[config.mk]
export PLATFORM = sky130hd
export DESIGN_NAME = fm_mmr_top
export DESIGN_NICKNAME = d
export VERILOG_FILES = /design/src/hw/fm_mmr_pkg.sv /design/src/hw/fm_clk_div.sv /design/src/hw/fm_bus_decoder.sv /design/src/hw/fm_global_regs.sv /design/src/hw/fm_chan_regs.sv /design/src/hw/fm_mmr_top.sv
export SDC_FILE = /design/constraint.sdc
export NUM_CORES = 1
export LEC_CHECK = 0
export ABC_CLOCK_PERIOD_IN_PS = 12800
export BUFFER_PORTS_ARGS = -buffer_cell sky130_fd_sc_hd__clkbuf_2
export CORE_MARGIN = 2
export CORE_UTILIZATION = 39
export CTS_BUF_LIST = sky130_fd_sc_hd__clkbuf_8
export DETAILED_ROUTE_END_ITERATION = 7
export SYNTH_ARGS = -nofsm -noshare
export SYNTH_HDL_FRONTEND = slang
export SYNTH_SLANG_ARGS = --single-unit
[constraint.sdc]
create_clock -name clk -period 12.8 [get_ports clk]
set_clock_uncertainty 0.2 [all_clocks]
set_input_delay 1.28 -clock clk [delete_from_list [all_inputs] [get_ports clk]]
set_output_delay 1.28 -clock clk [all_outputs]
set_load 0.03 [all_outputs]
[src/hw/fm_mmr_pkg.sv]
// Shared register numbers, divider modes, field types and sizes for the FM register interface
package fm_mmr_pkg;

    // Register numbers handled by the interface
    // Channel registers use their base value and carry the channel in bits 1:0
    typedef enum logic [7:0] {
        REG_LFO        = 8'h22,
        REG_TIMER_A_HI = 8'h24,
        REG_TIMER_A_LO = 8'h25,
        REG_TIMER_B    = 8'h26,
        REG_TIMER_CTL  = 8'h27,
        REG_KEYON      = 8'h28,
        REG_PCM        = 8'h2A,
        REG_PCM_EN     = 8'h2B,
        REG_DIV6       = 8'h2D,
        REG_DIV3       = 8'h2E,
        REG_DIV2       = 8'h2F,
        REG_FNUM_LO    = 8'hA0,
        REG_FNUM_LATCH = 8'hA4,
        REG_FB_ALG     = 8'hB0
    } reg_addr_e;

    // Prescaler modes
    // The unlisted code 2'b01 also divides by two
    typedef enum logic [1:0] {
        DIV_2 = 2'b00,
        DIV_6 = 2'b10,
        DIV_3 = 2'b11
    } div_mode_e;

    typedef logic [2:0]  ch_code_t;  // {part, low register bits}
    typedef logic [10:0] fnum_t;
    typedef logic [2:0]  block_t;
    typedef logic [9:0]  timer_a_t;
    typedef logic [7:0]  timer_b_t;
    typedef logic [8:0]  pcm_t;
    typedef logic [3:0]  op_mask_t;

    localparam int BUSY_PULSES  = 32;
    localparam int BUSY_CNT_W   = $clog2(BUSY_PULSES);
    localparam int NUM_CH_SLOTS = 8;  // Slots 3 and 7 unused

    // Prescaler counter and its terminal counts
    localparam int DIV_CNT_W = 3;
    localparam logic [DIV_CNT_W-1:0] DIV6_LAST = 3'd5;
    localparam logic [DIV_CNT_W-1:0] DIV3_LAST = 3'd2;
    localparam logic [DIV_CNT_W-1:0] DIV2_LAST = 3'd1;

endpackage

[src/hw/fm_clk_div.sv]
// Prescaler that turns the input clock enable into the FM clock enable at the selected ratio
module fm_clk_div import fm_mmr_pkg::*; (
    input  logic      clk,
    input  logic      rst,
    input  logic      cen,
    input  div_mode_e div_mode,
    output logic      clk_en
);

    logic [DIV_CNT_W-1:0] cnt;
    logic [DIV_CNT_W-1:0] last;
    div_mode_e            prev_mode;

    always_comb begin
        case (div_mode)
            DIV_6:   last = DIV6_LAST;
            DIV_3:   last = DIV3_LAST;
            default: last = DIV2_LAST;  // 00 and 01
        endcase
    end

    // Pulse on the terminal count
    assign clk_en = cen && (cnt == last);

    always_ff @(posedge clk or posedge rst) begin
        if (rst) begin
            cnt       <= '0;
            prev_mode <= DIV_6;
        end else begin
            prev_mode <= div_mode;
            if (div_mode != prev_mode) begin
                cnt <= '0;  // Restart on a new ratio
            end else if (cen) begin
                cnt <= (cnt >= last) ? '0 : cnt + 1'b1;
            end
        end
    end

endmodule

[src/hw/fm_bus_decoder.sv]
// Host write decoder that turns address and data cycles into a register strobe and runs busy
module fm_bus_decoder import fm_mmr_pkg::*; (
    input  logic       clk,
    input  logic       rst,
    input  logic [7:0] din,
    input  logic [1:0] addr,
    input  logic       write,
    input  logic       clk_en,
    output logic       reg_wr,
    output reg_addr_e  reg_num,
    output logic       reg_part,
    output logic [7:0] reg_data,
    output div_mode_e  div_mode,
    output logic       busy
);

    reg_addr_e             sel_num;   // Register picked by the last address cycle
    logic                  sel_part;
    logic                  old_write;
    logic [BUSY_CNT_W-1:0] busy_cnt;

    always_ff @(posedge clk or posedge rst) begin
        if (rst) begin
            sel_num   <= reg_addr_e'(8'h00);
            sel_part  <= 1'b0;
            div_mode  <= DIV_6;
            reg_wr    <= 1'b0;
            old_write <= 1'b0;
        end else begin
            old_write <= write;
            reg_wr    <= write && addr[0];
            if (write && !addr[0]) begin
                sel_num  <= reg_addr_e'(din);
                sel_part <= addr[1];
                // Selecting the register is enough and the data byte is ignored
                case (din)
                    REG_DIV6: div_mode <= div_mode_e'(div_mode | 2'b10);
                    REG_DIV3: div_mode <= div_mode_e'(div_mode | 2'b01);
                    REG_DIV2: div_mode <= DIV_2;
                    default: ;
                endcase
            end
        end
    end

    // Strobe payload
    always_ff @(posedge clk) begin
        if (write && addr[0]) begin
            reg_num  <= sel_num;
            reg_part <= sel_part;
            reg_data <= din;
        end
    end

    // Busy lasts a fixed number of FM clock enables after each data write
    always_ff @(posedge clk or posedge rst) begin
        if (rst) begin
            busy     <= 1'b0;
            busy_cnt <= '0;
        end else if (write && !old_write && addr[0]) begin
            busy     <= 1'b1;
            busy_cnt <= '0;  // Restarts on every new write
        end else if (clk_en && busy) begin
            if (busy_cnt == BUSY_CNT_W'(BUSY_PULSES - 1)) begin
                busy <= 1'b0;
            end
            busy_cnt <= busy_cnt + 1'b1;
        end
    end

endmodule

[src/hw/fm_global_regs.sv]
// Global register bank holding timers, LFO and PCM settings written through the decoder strobe
module fm_global_regs import fm_mmr_pkg::*; (
    input  logic       clk,
    input  logic       rst,
    input  logic       clk_en,
    input  logic       reg_wr,
    input  reg_addr_e  reg_num,
    input  logic       reg_part,
    input  logic [7:0] reg_data,
    output timer_a_t   timer_a,
    output timer_b_t   timer_b,
    output logic       load_a,
    output logic       load_b,
    output logic       irq_en_a,
    output logic       irq_en_b,
    output logic       clr_flag_a,
    output logic       clr_flag_b,
    output logic       lfo_en,
    output logic [2:0] lfo_freq,
    output pcm_t       pcm,
    output logic       pcm_en,
    output logic       pcm_wr
);

    always_ff @(posedge clk or posedge rst) begin
        if (rst) begin
            timer_a    <= '0;
            timer_b    <= '0;
            load_a     <= 1'b0;
            load_b     <= 1'b0;
            irq_en_a   <= 1'b0;
            irq_en_b   <= 1'b0;
            clr_flag_a <= 1'b0;
            clr_flag_b <= 1'b0;
            lfo_en     <= 1'b0;
            lfo_freq   <= '0;
            pcm        <= '0;
            pcm_en     <= 1'b0;
            pcm_wr     <= 1'b0;
        end else if (reg_wr) begin
            if (!reg_part) begin  // Upper bank has no globals
                case (reg_num)
                    REG_TIMER_A_HI: timer_a[9:2] <= reg_data;
                    REG_TIMER_A_LO: timer_a[1:0] <= reg_data[1:0];
                    REG_TIMER_B:    timer_b      <= reg_data;
                    REG_TIMER_CTL: begin
                        {clr_flag_b, clr_flag_a, irq_en_b, irq_en_a,
                         load_b, load_a} <= reg_data[5:0];
                    end
                    REG_LFO:    {lfo_en, lfo_freq} <= reg_data[3:0];
                    REG_PCM: begin
                        pcm    <= {~reg_data[7], reg_data[6:0], 1'b1};  // Offset binary
                        pcm_wr <= 1'b1;
                    end
                    REG_PCM_EN: pcm_en <= reg_data[7];
                    default: ;
                endcase
            end
        end else if (clk_en) begin
            // One-shot bits end on the next idle FM clock enable
            clr_flag_a <= 1'b0;
            clr_flag_b <= 1'b0;
            pcm_wr     <= 1'b0;
        end
    end

endmodule

[src/hw/fm_chan_regs.sv]
// Per-channel register file with the shared frequency latch and a channel read port
module fm_chan_regs import fm_mmr_pkg::*; (
    input  logic       clk,
    input  logic       rst,
    input  logic       reg_wr,
    input  reg_addr_e  reg_num,
    input  logic       reg_part,
    input  logic [7:0] reg_data,
    input  ch_code_t   ch_sel,
    output fnum_t      fnum,
    output block_t     block,
    output logic [2:0] fb,
    output logic [2:0] alg,
    output op_mask_t   keyon
);

    fnum_t      fnum_mem  [NUM_CH_SLOTS];
    block_t     block_mem [NUM_CH_SLOTS];
    logic [2:0] fb_mem    [NUM_CH_SLOTS];
    logic [2:0] alg_mem   [NUM_CH_SLOTS];
    op_mask_t   keyon_mem [NUM_CH_SLOTS];

    logic [5:0] fnum_latch;  // One latch for every channel
    logic [7:0] num_bits;
    logic [7:0] num_base;
    ch_code_t   wr_ch;
    logic       wr_ch_ok;
    logic       rd_ok;

    assign num_bits = reg_num;
    assign num_base = {num_bits[7:2], 2'b00};
    assign wr_ch    = {reg_part, num_bits[1:0]};
    assign wr_ch_ok = num_bits[1:0] != 2'b11;

    always_ff @(posedge clk or posedge rst) begin
        if (rst) begin
            fnum_latch <= '0;
            for (int i = 0; i < NUM_CH_SLOTS; i++) begin
                fnum_mem[i]  <= '0;
                block_mem[i] <= '0;
                fb_mem[i]    <= '0;
                alg_mem[i]   <= '0;
                keyon_mem[i] <= '0;
            end
        end else if (reg_wr) begin
            if (wr_ch_ok && num_base == REG_FNUM_LATCH) begin
                fnum_latch <= reg_data[5:0];
            end
            // Low byte write commits the latched high bits too
            if (wr_ch_ok && num_base == REG_FNUM_LO) begin
                block_mem[wr_ch] <= fnum_latch[5:3];
                fnum_mem[wr_ch]  <= {fnum_latch[2:0], reg_data};
            end
            if (wr_ch_ok && num_base == REG_FB_ALG) begin
                fb_mem[wr_ch]  <= reg_data[5:3];
                alg_mem[wr_ch] <= reg_data[2:0];
            end
            // Key-on names its channel in the data byte
            if (!reg_part && reg_num == REG_KEYON && reg_data[1:0] != 2'b11) begin
                keyon_mem[reg_data[2:0]] <= reg_data[7:4];
            end
        end
    end

    assign rd_ok = ch_sel[1:0] != 2'b11;  // Low bits 3 read as zero
    assign fnum  = rd_ok ? fnum_mem[ch_sel]  : '0;
    assign block = rd_ok ? block_mem[ch_sel] : '0;
    assign fb    = rd_ok ? fb_mem[ch_sel]    : '0;
    assign alg   = rd_ok ? alg_mem[ch_sel]   : '0;
    assign keyon = rd_ok ? keyon_mem[ch_sel] : '0;

endmodule

[src/hw/fm_mmr_top.sv]
// Top level of the FM host register interface tying decoder, prescaler and both banks together
module fm_mmr_top import fm_mmr_pkg::*; (
    input  logic       clk,
    input  logic       rst,
    input  logic       cen,
    input  logic [7:0] din,
    input  logic [1:0] addr,
    input  logic       write,
    input  ch_code_t   ch_sel,
    output logic       busy,
    output logic       clk_en,
    output timer_a_t   timer_a,
    output timer_b_t   timer_b,
    output logic       load_a,
    output logic       load_b,
    output logic       irq_en_a,
    output logic       irq_en_b,
    output logic       clr_flag_a,
    output logic       clr_flag_b,
    output logic       lfo_en,
    output logic [2:0] lfo_freq,
    output pcm_t       pcm,
    output logic       pcm_en,
    output logic       pcm_wr,
    output fnum_t      fnum,
    output block_t     block,
    output logic [2:0] fb,
    output logic [2:0] alg,
    output op_mask_t   keyon
);

    div_mode_e  div_mode;
    logic       reg_wr;
    reg_addr_e  reg_num;
    logic       reg_part;
    logic [7:0] reg_data;

    fm_clk_div i_fm_clk_div (
        .clk      (clk),
        .rst      (rst),
        .cen      (cen),
        .div_mode (div_mode),
        .clk_en   (clk_en)
    );

    fm_bus_decoder i_fm_bus_decoder (
        .clk      (clk),
        .rst      (rst),
        .din      (din),
        .addr     (addr),
        .write    (write),
        .clk_en   (clk_en),
        .reg_wr   (reg_wr),
        .reg_num  (reg_num),
        .reg_part (reg_part),
        .reg_data (reg_data),
        .div_mode (div_mode),
        .busy     (busy)
    );

    // Both banks see the same strobe
    fm_global_regs i_fm_global_regs (
        .clk        (clk),
        .rst        (rst),
        .clk_en     (clk_en),
        .reg_wr     (reg_wr),
        .reg_num    (reg_num),
        .reg_part   (reg_part),
        .reg_data   (reg_data),
        .timer_a    (timer_a),
        .timer_b    (timer_b),
        .load_a     (load_a),
        .load_b     (load_b),
        .irq_en_a   (irq_en_a),
        .irq_en_b   (irq_en_b),
        .clr_flag_a (clr_flag_a),
        .clr_flag_b (clr_flag_b),
        .lfo_en     (lfo_en),
        .lfo_freq   (lfo_freq),
        .pcm        (pcm),
        .pcm_en     (pcm_en),
        .pcm_wr     (pcm_wr)
    );

    fm_chan_regs i_fm_chan_regs (
        .clk      (clk),
        .rst      (rst),
        .reg_wr   (reg_wr),
        .reg_num  (reg_num),
        .reg_part (reg_part),
        .reg_data (reg_data),
        .ch_sel   (ch_sel),
        .fnum     (fnum),
        .block    (block),
        .fb       (fb),
        .alg      (alg),
        .keyon    (keyon)
    );

endmodule

== Yosys cells after proc, flatten, opt, wreduce, memory -nomap -nowiden ==
Cells that the tools add are included.

* Flip-flop bits (word level): 278
* Latch bits: 0
* Bits in writable memories: 0
* Memory bits (read-only): 0
* Output and inout bits: 65
* Word-level logic and storage cells: 197
* Memories kept: 0

* $add $sub $neg: 2
* Multiply operators: 0
* Div/mod/pow operators: 0
* Order comparisons: 6
* Equality and inequality tests: 25
* Shift-type cells: 0
* Mux-type cells: 51
* Bitwise gates (word level): 7
* Reduce and logical (&&, ||, !) cells: 38

{| class="wikitable"
|+ Operator list
! operator !! count
|-
| 88-bit bitwise mux || 1
|-
| 8-bit by 6-bit equality test with 1-bit output, second input constant || 11
|-
| 24-bit bitwise mux || 3
|-
| 11-bit two-way mux || 4
|-
| 3-bit two-way mux || 13
|-
| 11-bit binary-select mux with 3-bit select || 1
|-
| 11-bit demux with 3-bit select || 1
|-
| 3-bit AND reduction || 11
|-
| 32-bit bitwise mux || 1
|-
| 3-bit binary-select mux with 3-bit select || 3
|-
| 6-bit equality test, second input constant || 3
|-
| 4-bit two-way mux || 4
|-
| 1-bit logical AND || 13
|-
| 1-bit two-way mux || 13
|-
| 4-bit binary-select mux with 3-bit select || 1
|-
| 4-bit demux with 3-bit select || 1
|-
| 4-bit >= comparator, second input constant || 3
|-
| 3-bit NOT with 4-bit output || 3
|-
| 2-bit nonzero test || 6
|-
| 5-bit two-way mux || 2
|-
| 2-bit AND reduction || 5
|-
| 3-bit demux with 3-bit select || 1
|-
| 4-bit by 1-bit less-than comparator with 1-bit output, second input constant || 2
|-
| 2-bit != test, second input constant || 4
|-
| other kinds (12) || 19
|}

== Depth between registers and ports, before layout ==
* Word-level depth: 7
* Depth in mapped cells: 7

== Modules after synthesis ==
Synthesis repeated with hierarchy kept, for this count alone.

* Cell total of the unflattened synthesis: 764
* Area total of the unflattened synthesis: 11,078.1 sq um

{| class="wikitable"
|+ By module, submodules not included
! module !! times used !! cells an instance !! area each (sq um)
|-
| fm_chan_regs || 1 || 553 || 7,822.5
|-
| fm_global_regs || 1 || 100 || 1,580.3
|-
| fm_bus_decoder || 1 || 79 || 1,307.5
|-
| fm_clk_div || 1 || 32 || 367.9
|}

== Worst setup path after synthesis ==
Ideal clock, no wire load.

* Path type: input-to-output
* Start: input ch_sel[0]
* End: output alg[0]
* Arrival time: 2,999 ps
* Required time: 11,320 ps
* Setup slack: 8,321 ps
* Cell stages on the path: 6
* Path buffers: 3
* Cells stage by stage: buf_2 -> or2_2 -> clkbuf_1 -> clkbuf_1 -> o22ai_1 -> a221oi_1

* Word-level cells in the longest chain between the ends: 5
* Elaborated cells on any way between the ends: 6
* Classes of those cells: eq/ne: 1; mux: 4; bitwise: 1

{| class="wikitable"
|+ Ends and longest elaborated chain
! element !! RTL line !! source
|-
| from (decl) || fm_mmr_top.sv:9 || <nowiki>input ch_code_t ch_sel,</nowiki>
|-
| 3-bit NOT with 4-bit output (not written as such) || fm_chan_regs.sv:69 || <nowiki>assign alg = rd_ok ? alg_mem[ch_sel] : '0;</nowiki>
|-
| 3-bit binary-select mux with 3-bit select || fm_chan_regs.sv:69 ||
|-
| 3-bit two-way mux (not written as such) (2 in a row) || fm_chan_regs.sv:69 ||
|-
| 3-bit two-way mux * || fm_chan_regs.sv:69 ||
|-
| to (decl) || fm_mmr_top.sv:28 || <nowiki>output logic [2:0] alg,</nowiki>
|}

Mark *: on every way between the ends. The rest lies on a longest branch, timed or not. The select of a mux whose other input is x is not followed.

== Worst setup path after layout ==
* Start: input ch_sel[1]
* End: output fnum[6]

* Word-level cells in the longest chain between the ends: 5
* Elaborated cells on any way between the ends: 6
* Classes of those cells: eq/ne: 1; mux: 4; bitwise: 1

{| class="wikitable"
|+ Ends and longest elaborated chain
! element !! RTL line !! source
|-
| 3-bit NOT with 4-bit output (not written as such) || fm_chan_regs.sv:66 || <nowiki>assign fnum = rd_ok ? fnum_mem[ch_sel] : '0;</nowiki>
|-
| 11-bit binary-select mux with 3-bit select || fm_chan_regs.sv:66 ||
|-
| 11-bit two-way mux (not written as such) (2 in a row) || fm_chan_regs.sv:66 ||
|-
| 11-bit two-way mux * || fm_chan_regs.sv:66 ||
|-
| to (decl) || fm_mmr_top.sv:25 || <nowiki>output fnum_t fnum,</nowiki>
|}

Marked as above.

==> metrics.csv <==
stage,metric,value,unit
setup_path,slowest cell delay on critical path,0.66,ns
finish,synthesis-to-finish area growth,13.4,%
placed_design,dpl hpwl,15.5,mm
setup_path,startpoint of the worst register-to-register path,i_fm_bus_decoder.reg_num[4]$_DFFE_PP_,
timing,fmax,204,MHz
finish,share of layout cells above drive strength 1,0.434,
setup_path,CP Max Fanout,49,
drt,drc violations,0,
yosys,top_reg_cell synth,dfrtp_1,
timing,unrepaired setup endpoints after global routing,no,
drt,vias per std cell,5.33,
yosys,post-synthesis sequential area ratio,0.588,
global_routing,global route overflow,0,
setup_path,CP cell instances,clkbuf_2 -> buf_4 -> or2_2 -> o22ai_1 -> a221oi_1 -> clkbuf_2,
die,die area,29500,µm²
setup_path,CP max-delay cell,or2_2,
finish,ant diodes,0,
yosys,"flops & latches, synth",254,
clock_network,"CTS clk-pin slew, worst paths",0.05,ns
setup_path,worst reg2reg path depth,3,
setup_path,data required time of the worst path,11.32,ns
setup_path,Startpoint Class,input port,
clock_network,htree depth,2,
clock_network,Num CTS Buffers,45,
power,Lkg Pwr,0.00609,µW
run_status,status,completed,
global_routing,M2 GR Usage,0.276,
timing,Hold Fails Final Rpt,0,
global_routing,met3 usage,0.0306,
worst_hold_path,Hold Path Cell Cnt,0,
setup_path,Critical Path AT,3.41,ns
timing,max-slew violations,0,
yosys,syn_nets,793,
timing,Final setup viols,0,
die,FP Rows,61,
drt,routed via count,6597,
yosys,syn avg cell area,14.2,µm²
finish,Layout Nets,854,
worst_hold_path,worst hold path class,register to register,
global_routing,antenna violations before repair,0,
clock_network,Bufs on Longest Clock Path,3,
clock_network,Hold Buf Count CTS,0,
clock_network,post-cts resize count,0,
global_routing,GR peak layer,met2,
drt,initial detailed-routing violation count,380,
timing,final setup margin,7.91,ns
drt,final wirelength,25.3,mm
power,Max VDD drop,0.0000755,V
setup_path,dominant cell type by count on the critical path,clkbuf_2,
global_routing,grt met1 use,0.252,
timing,crit share post-route,0.382,
setup_path,r2r endpoint,i_fm_global_regs.pcm[6]$_DFFE_PP0P_,
drt,TritonRoute pass-1 iters,4,
global_routing,vias in the first global route,6879,
clock_network,Post-CTS Setup Inserts,0,
yosys,Synth cell types,50,
setup_path,R2R setup slack,10.03,ns
yosys,warnings from Yosys,0,
setup_path,cell family with most CP delay,buffers and inverters,
clock_network,CTS root buf,clkbuf_8,
die,Core Box Area,27700,µm²
worst_hold_path,worst hold start,i_fm_chan_regs.fnum_mem[46]$_DFFE_PP0P_,
timing,Post-Route Setup TNS,0,ns
placed_design,dpl ws,7.92,ns
power,Power per Cell Area,137,nW/µm²
clock_network,Clock Sinks,254,
yosys,Post-synth EDFFs,17,
setup_path,crit path buf inv count,3,
timing,Max transition margin,0.265,
worst_hold_path,Hold EP,i_fm_chan_regs.fnum_mem[46]$_DFFE_PP0P_,
yosys,cell area after synthesis,11000,µm²
die,Initial Utilization,0.396,
yosys,Mapped Cells,770,
die,die width,172,µm
placed_design,count of input and output buffers,81,
finish,final core area utilization,0.449,
die,Die H,172,µm
clock_network,CTS tree,yes,
timing,Tightest Pin Transition,1.10,ns
yosys,Post-synth ARST share,0.933,
die,# IOs,82,
global_routing,All-Layer GR Usage,0.176,
global_routing,first-pass GRT wire length,39.6,mm
job,max-capacitance violation count,0,
timing,crit path time final,4.89,ns
drt,Avg WL per Cell,20.4,µm
drt,Post-DRT Antenna Nets,0,
global_routing,pin count of the biggest net entering global routing,92,
placed_design,Final GP Congestion,0.722,
clock_network,clk_lat worst skew,0.54,ns
setup_path,Crit Path Category,input port to output port,
setup_path,CP endpoint kind,output port,
cell usage after synthesis (6+ instances only):
master    count  area share
mux4_2       24       0.049
nand2b_1      6      0.0034
a21oi_1       7      0.0032
ha_1          6      0.0068
dfrtp_1     235        0.54
o22ai_1      24       0.014
o21ai_0      33       0.015
nand4_1       7      0.0040
buf_2        13      0.0059
mux2i_1       6      0.0055
inv_1        13      0.0044
nand3_1      11      0.0050
a221oi_1     24       0.019
nand2_1       7      0.0024
clkbuf_1     57       0.020
mux2_1        8      0.0082
nor2_1       24      0.0082
edfxtp_1     17       0.047
mux2_2      183        0.19
kinds of logic after synthesis:
| kind of cell | Yosys count | synth area share |
|---|---|---|
| flip-flops | 254 | 0.588 |
| multiplexers | 221 | 0.251 |
| AND/OR/NAND/NOR | 105 | 0.0641 |
| AO/OA/AOI/OAI | 95 | 0.0564 |
| buffers and inverters | 87 | 0.0326 |
| adder cells (fa/ha/maj) | 6 | 0.00685 |
| XOR/XNOR | 2 | 0.00160 |
state kept, by name, indices dropped and copies added (netlist names), 2 cells and up:
signal,cells
i_fm_global_regs.timer_a,10
i_fm_clk_div.cnt,3
i_fm_bus_decoder.busy_cnt,5
i_fm_bus_decoder.reg_data,8
i_fm_chan_regs.fb_mem,21
i_fm_global_regs.timer_b,8
i_fm_chan_regs.fnum_mem,77
i_fm_clk_div.prev_mode,2
i_fm_chan_regs.fnum_latch,6
i_fm_global_regs.pcm,9
i_fm_bus_decoder.div_mode,2
i_fm_global_regs.lfo_freq,3
i_fm_bus_decoder.sel_num,8
i_fm_chan_regs.block_mem,21
i_fm_bus_decoder.reg_num,8
i_fm_chan_regs.keyon_mem,28
i_fm_chan_regs.alg_mem,21
power by group:
part	internal, µW	switching, µW	total [µW]	leakage, µW
Combinational	45.6	87.0	133	0.00220
Clock	379	325	703	0.000473
Sequential	838	30.1	869	0.00342
Total	1260	442	1700	0.00609
area by class of cell:
| class | count | area (µm²) |
|---|---|---|
| clock buffers | 54 | 743 |
| clock inverters | 22 | 92.6 |
| fillers | 2535 | 15300 |
| inverters | 13 | 56.3 |
| multi-input cells | 429 | 4170 |
| flip-flops and latches | 254 | 6440 |
| well taps | 378 | 473 |
| repair buffers | 88 | 458 |
layout by cell type, fill, tap and decap left out, types with 6 or more instances in the layout:
master    count
nand2b_1      6
mux2_2      183
nand3_1      11
inv_1        24
o21ai_0      33
mux4_2       24
clkbuf_8     54
edfxtp_1     17
o22ai_1      24
mux2i_1       6
dfrtp_1     235
a221oi_1     24
mux2_1        8
buf_4         7
a21oi_1       7
clkbuf_2     81
nor2_1       24
ha_1          6
nand4_1       7
clkinv_1      6
nand2_1       7
metal layers:
metal	wire length, µm	share of wire
met2	11800	0.47
met3	911	0.036
met4	462	0.018
met1	12100	0.48
met5	0	0
worst register-to-register path: stages (launching register included):
cell      delay [ns]
edfxtp_1        0.44
nor4b_2         0.94
nand3_2         0.61
mux2_2          0.46
metrics by stage:
| step | total power (µW) | area (µm²) | cells | hold slack, ns |
|---|---|---|---|---|
| after global placement | 1010 | 11600 | 1162 | 0.160 |
| after detailed placement | 1020 | 11600 | 1162 | 0.163 |
| after floorplan | 970 | 11000 | 770 | 0.180 |
| after global routing | 1780 | 12400 | 1238 | 0.180 |
| after CTS | 1730 | 12400 | 1238 | 0.175 |
| final | 1700 | 12400 | 1238 | 0.171 |
worst max-delay path by stage:
stage | end | slack (ns) | from | depth (start not counted)
after global routing | fnum[0] | 7.78 | ch_sel[1] | 6
final | fnum[6] | 7.91 | ch_sel[1] | 6
after CTS | fnum[6] | 7.91 | ch_sel[1] | 6
after floorplan | i_fm_bus_decoder.busy$_DFFE_PP0P_ | 4.82 | rst | 1
after detailed placement | fnum[6] | 7.92 | ch_sel[1] | 6
after global placement | fnum[0] | 7.96 | ch_sel[1] | 6
Power figures use the tool's default switching activity.
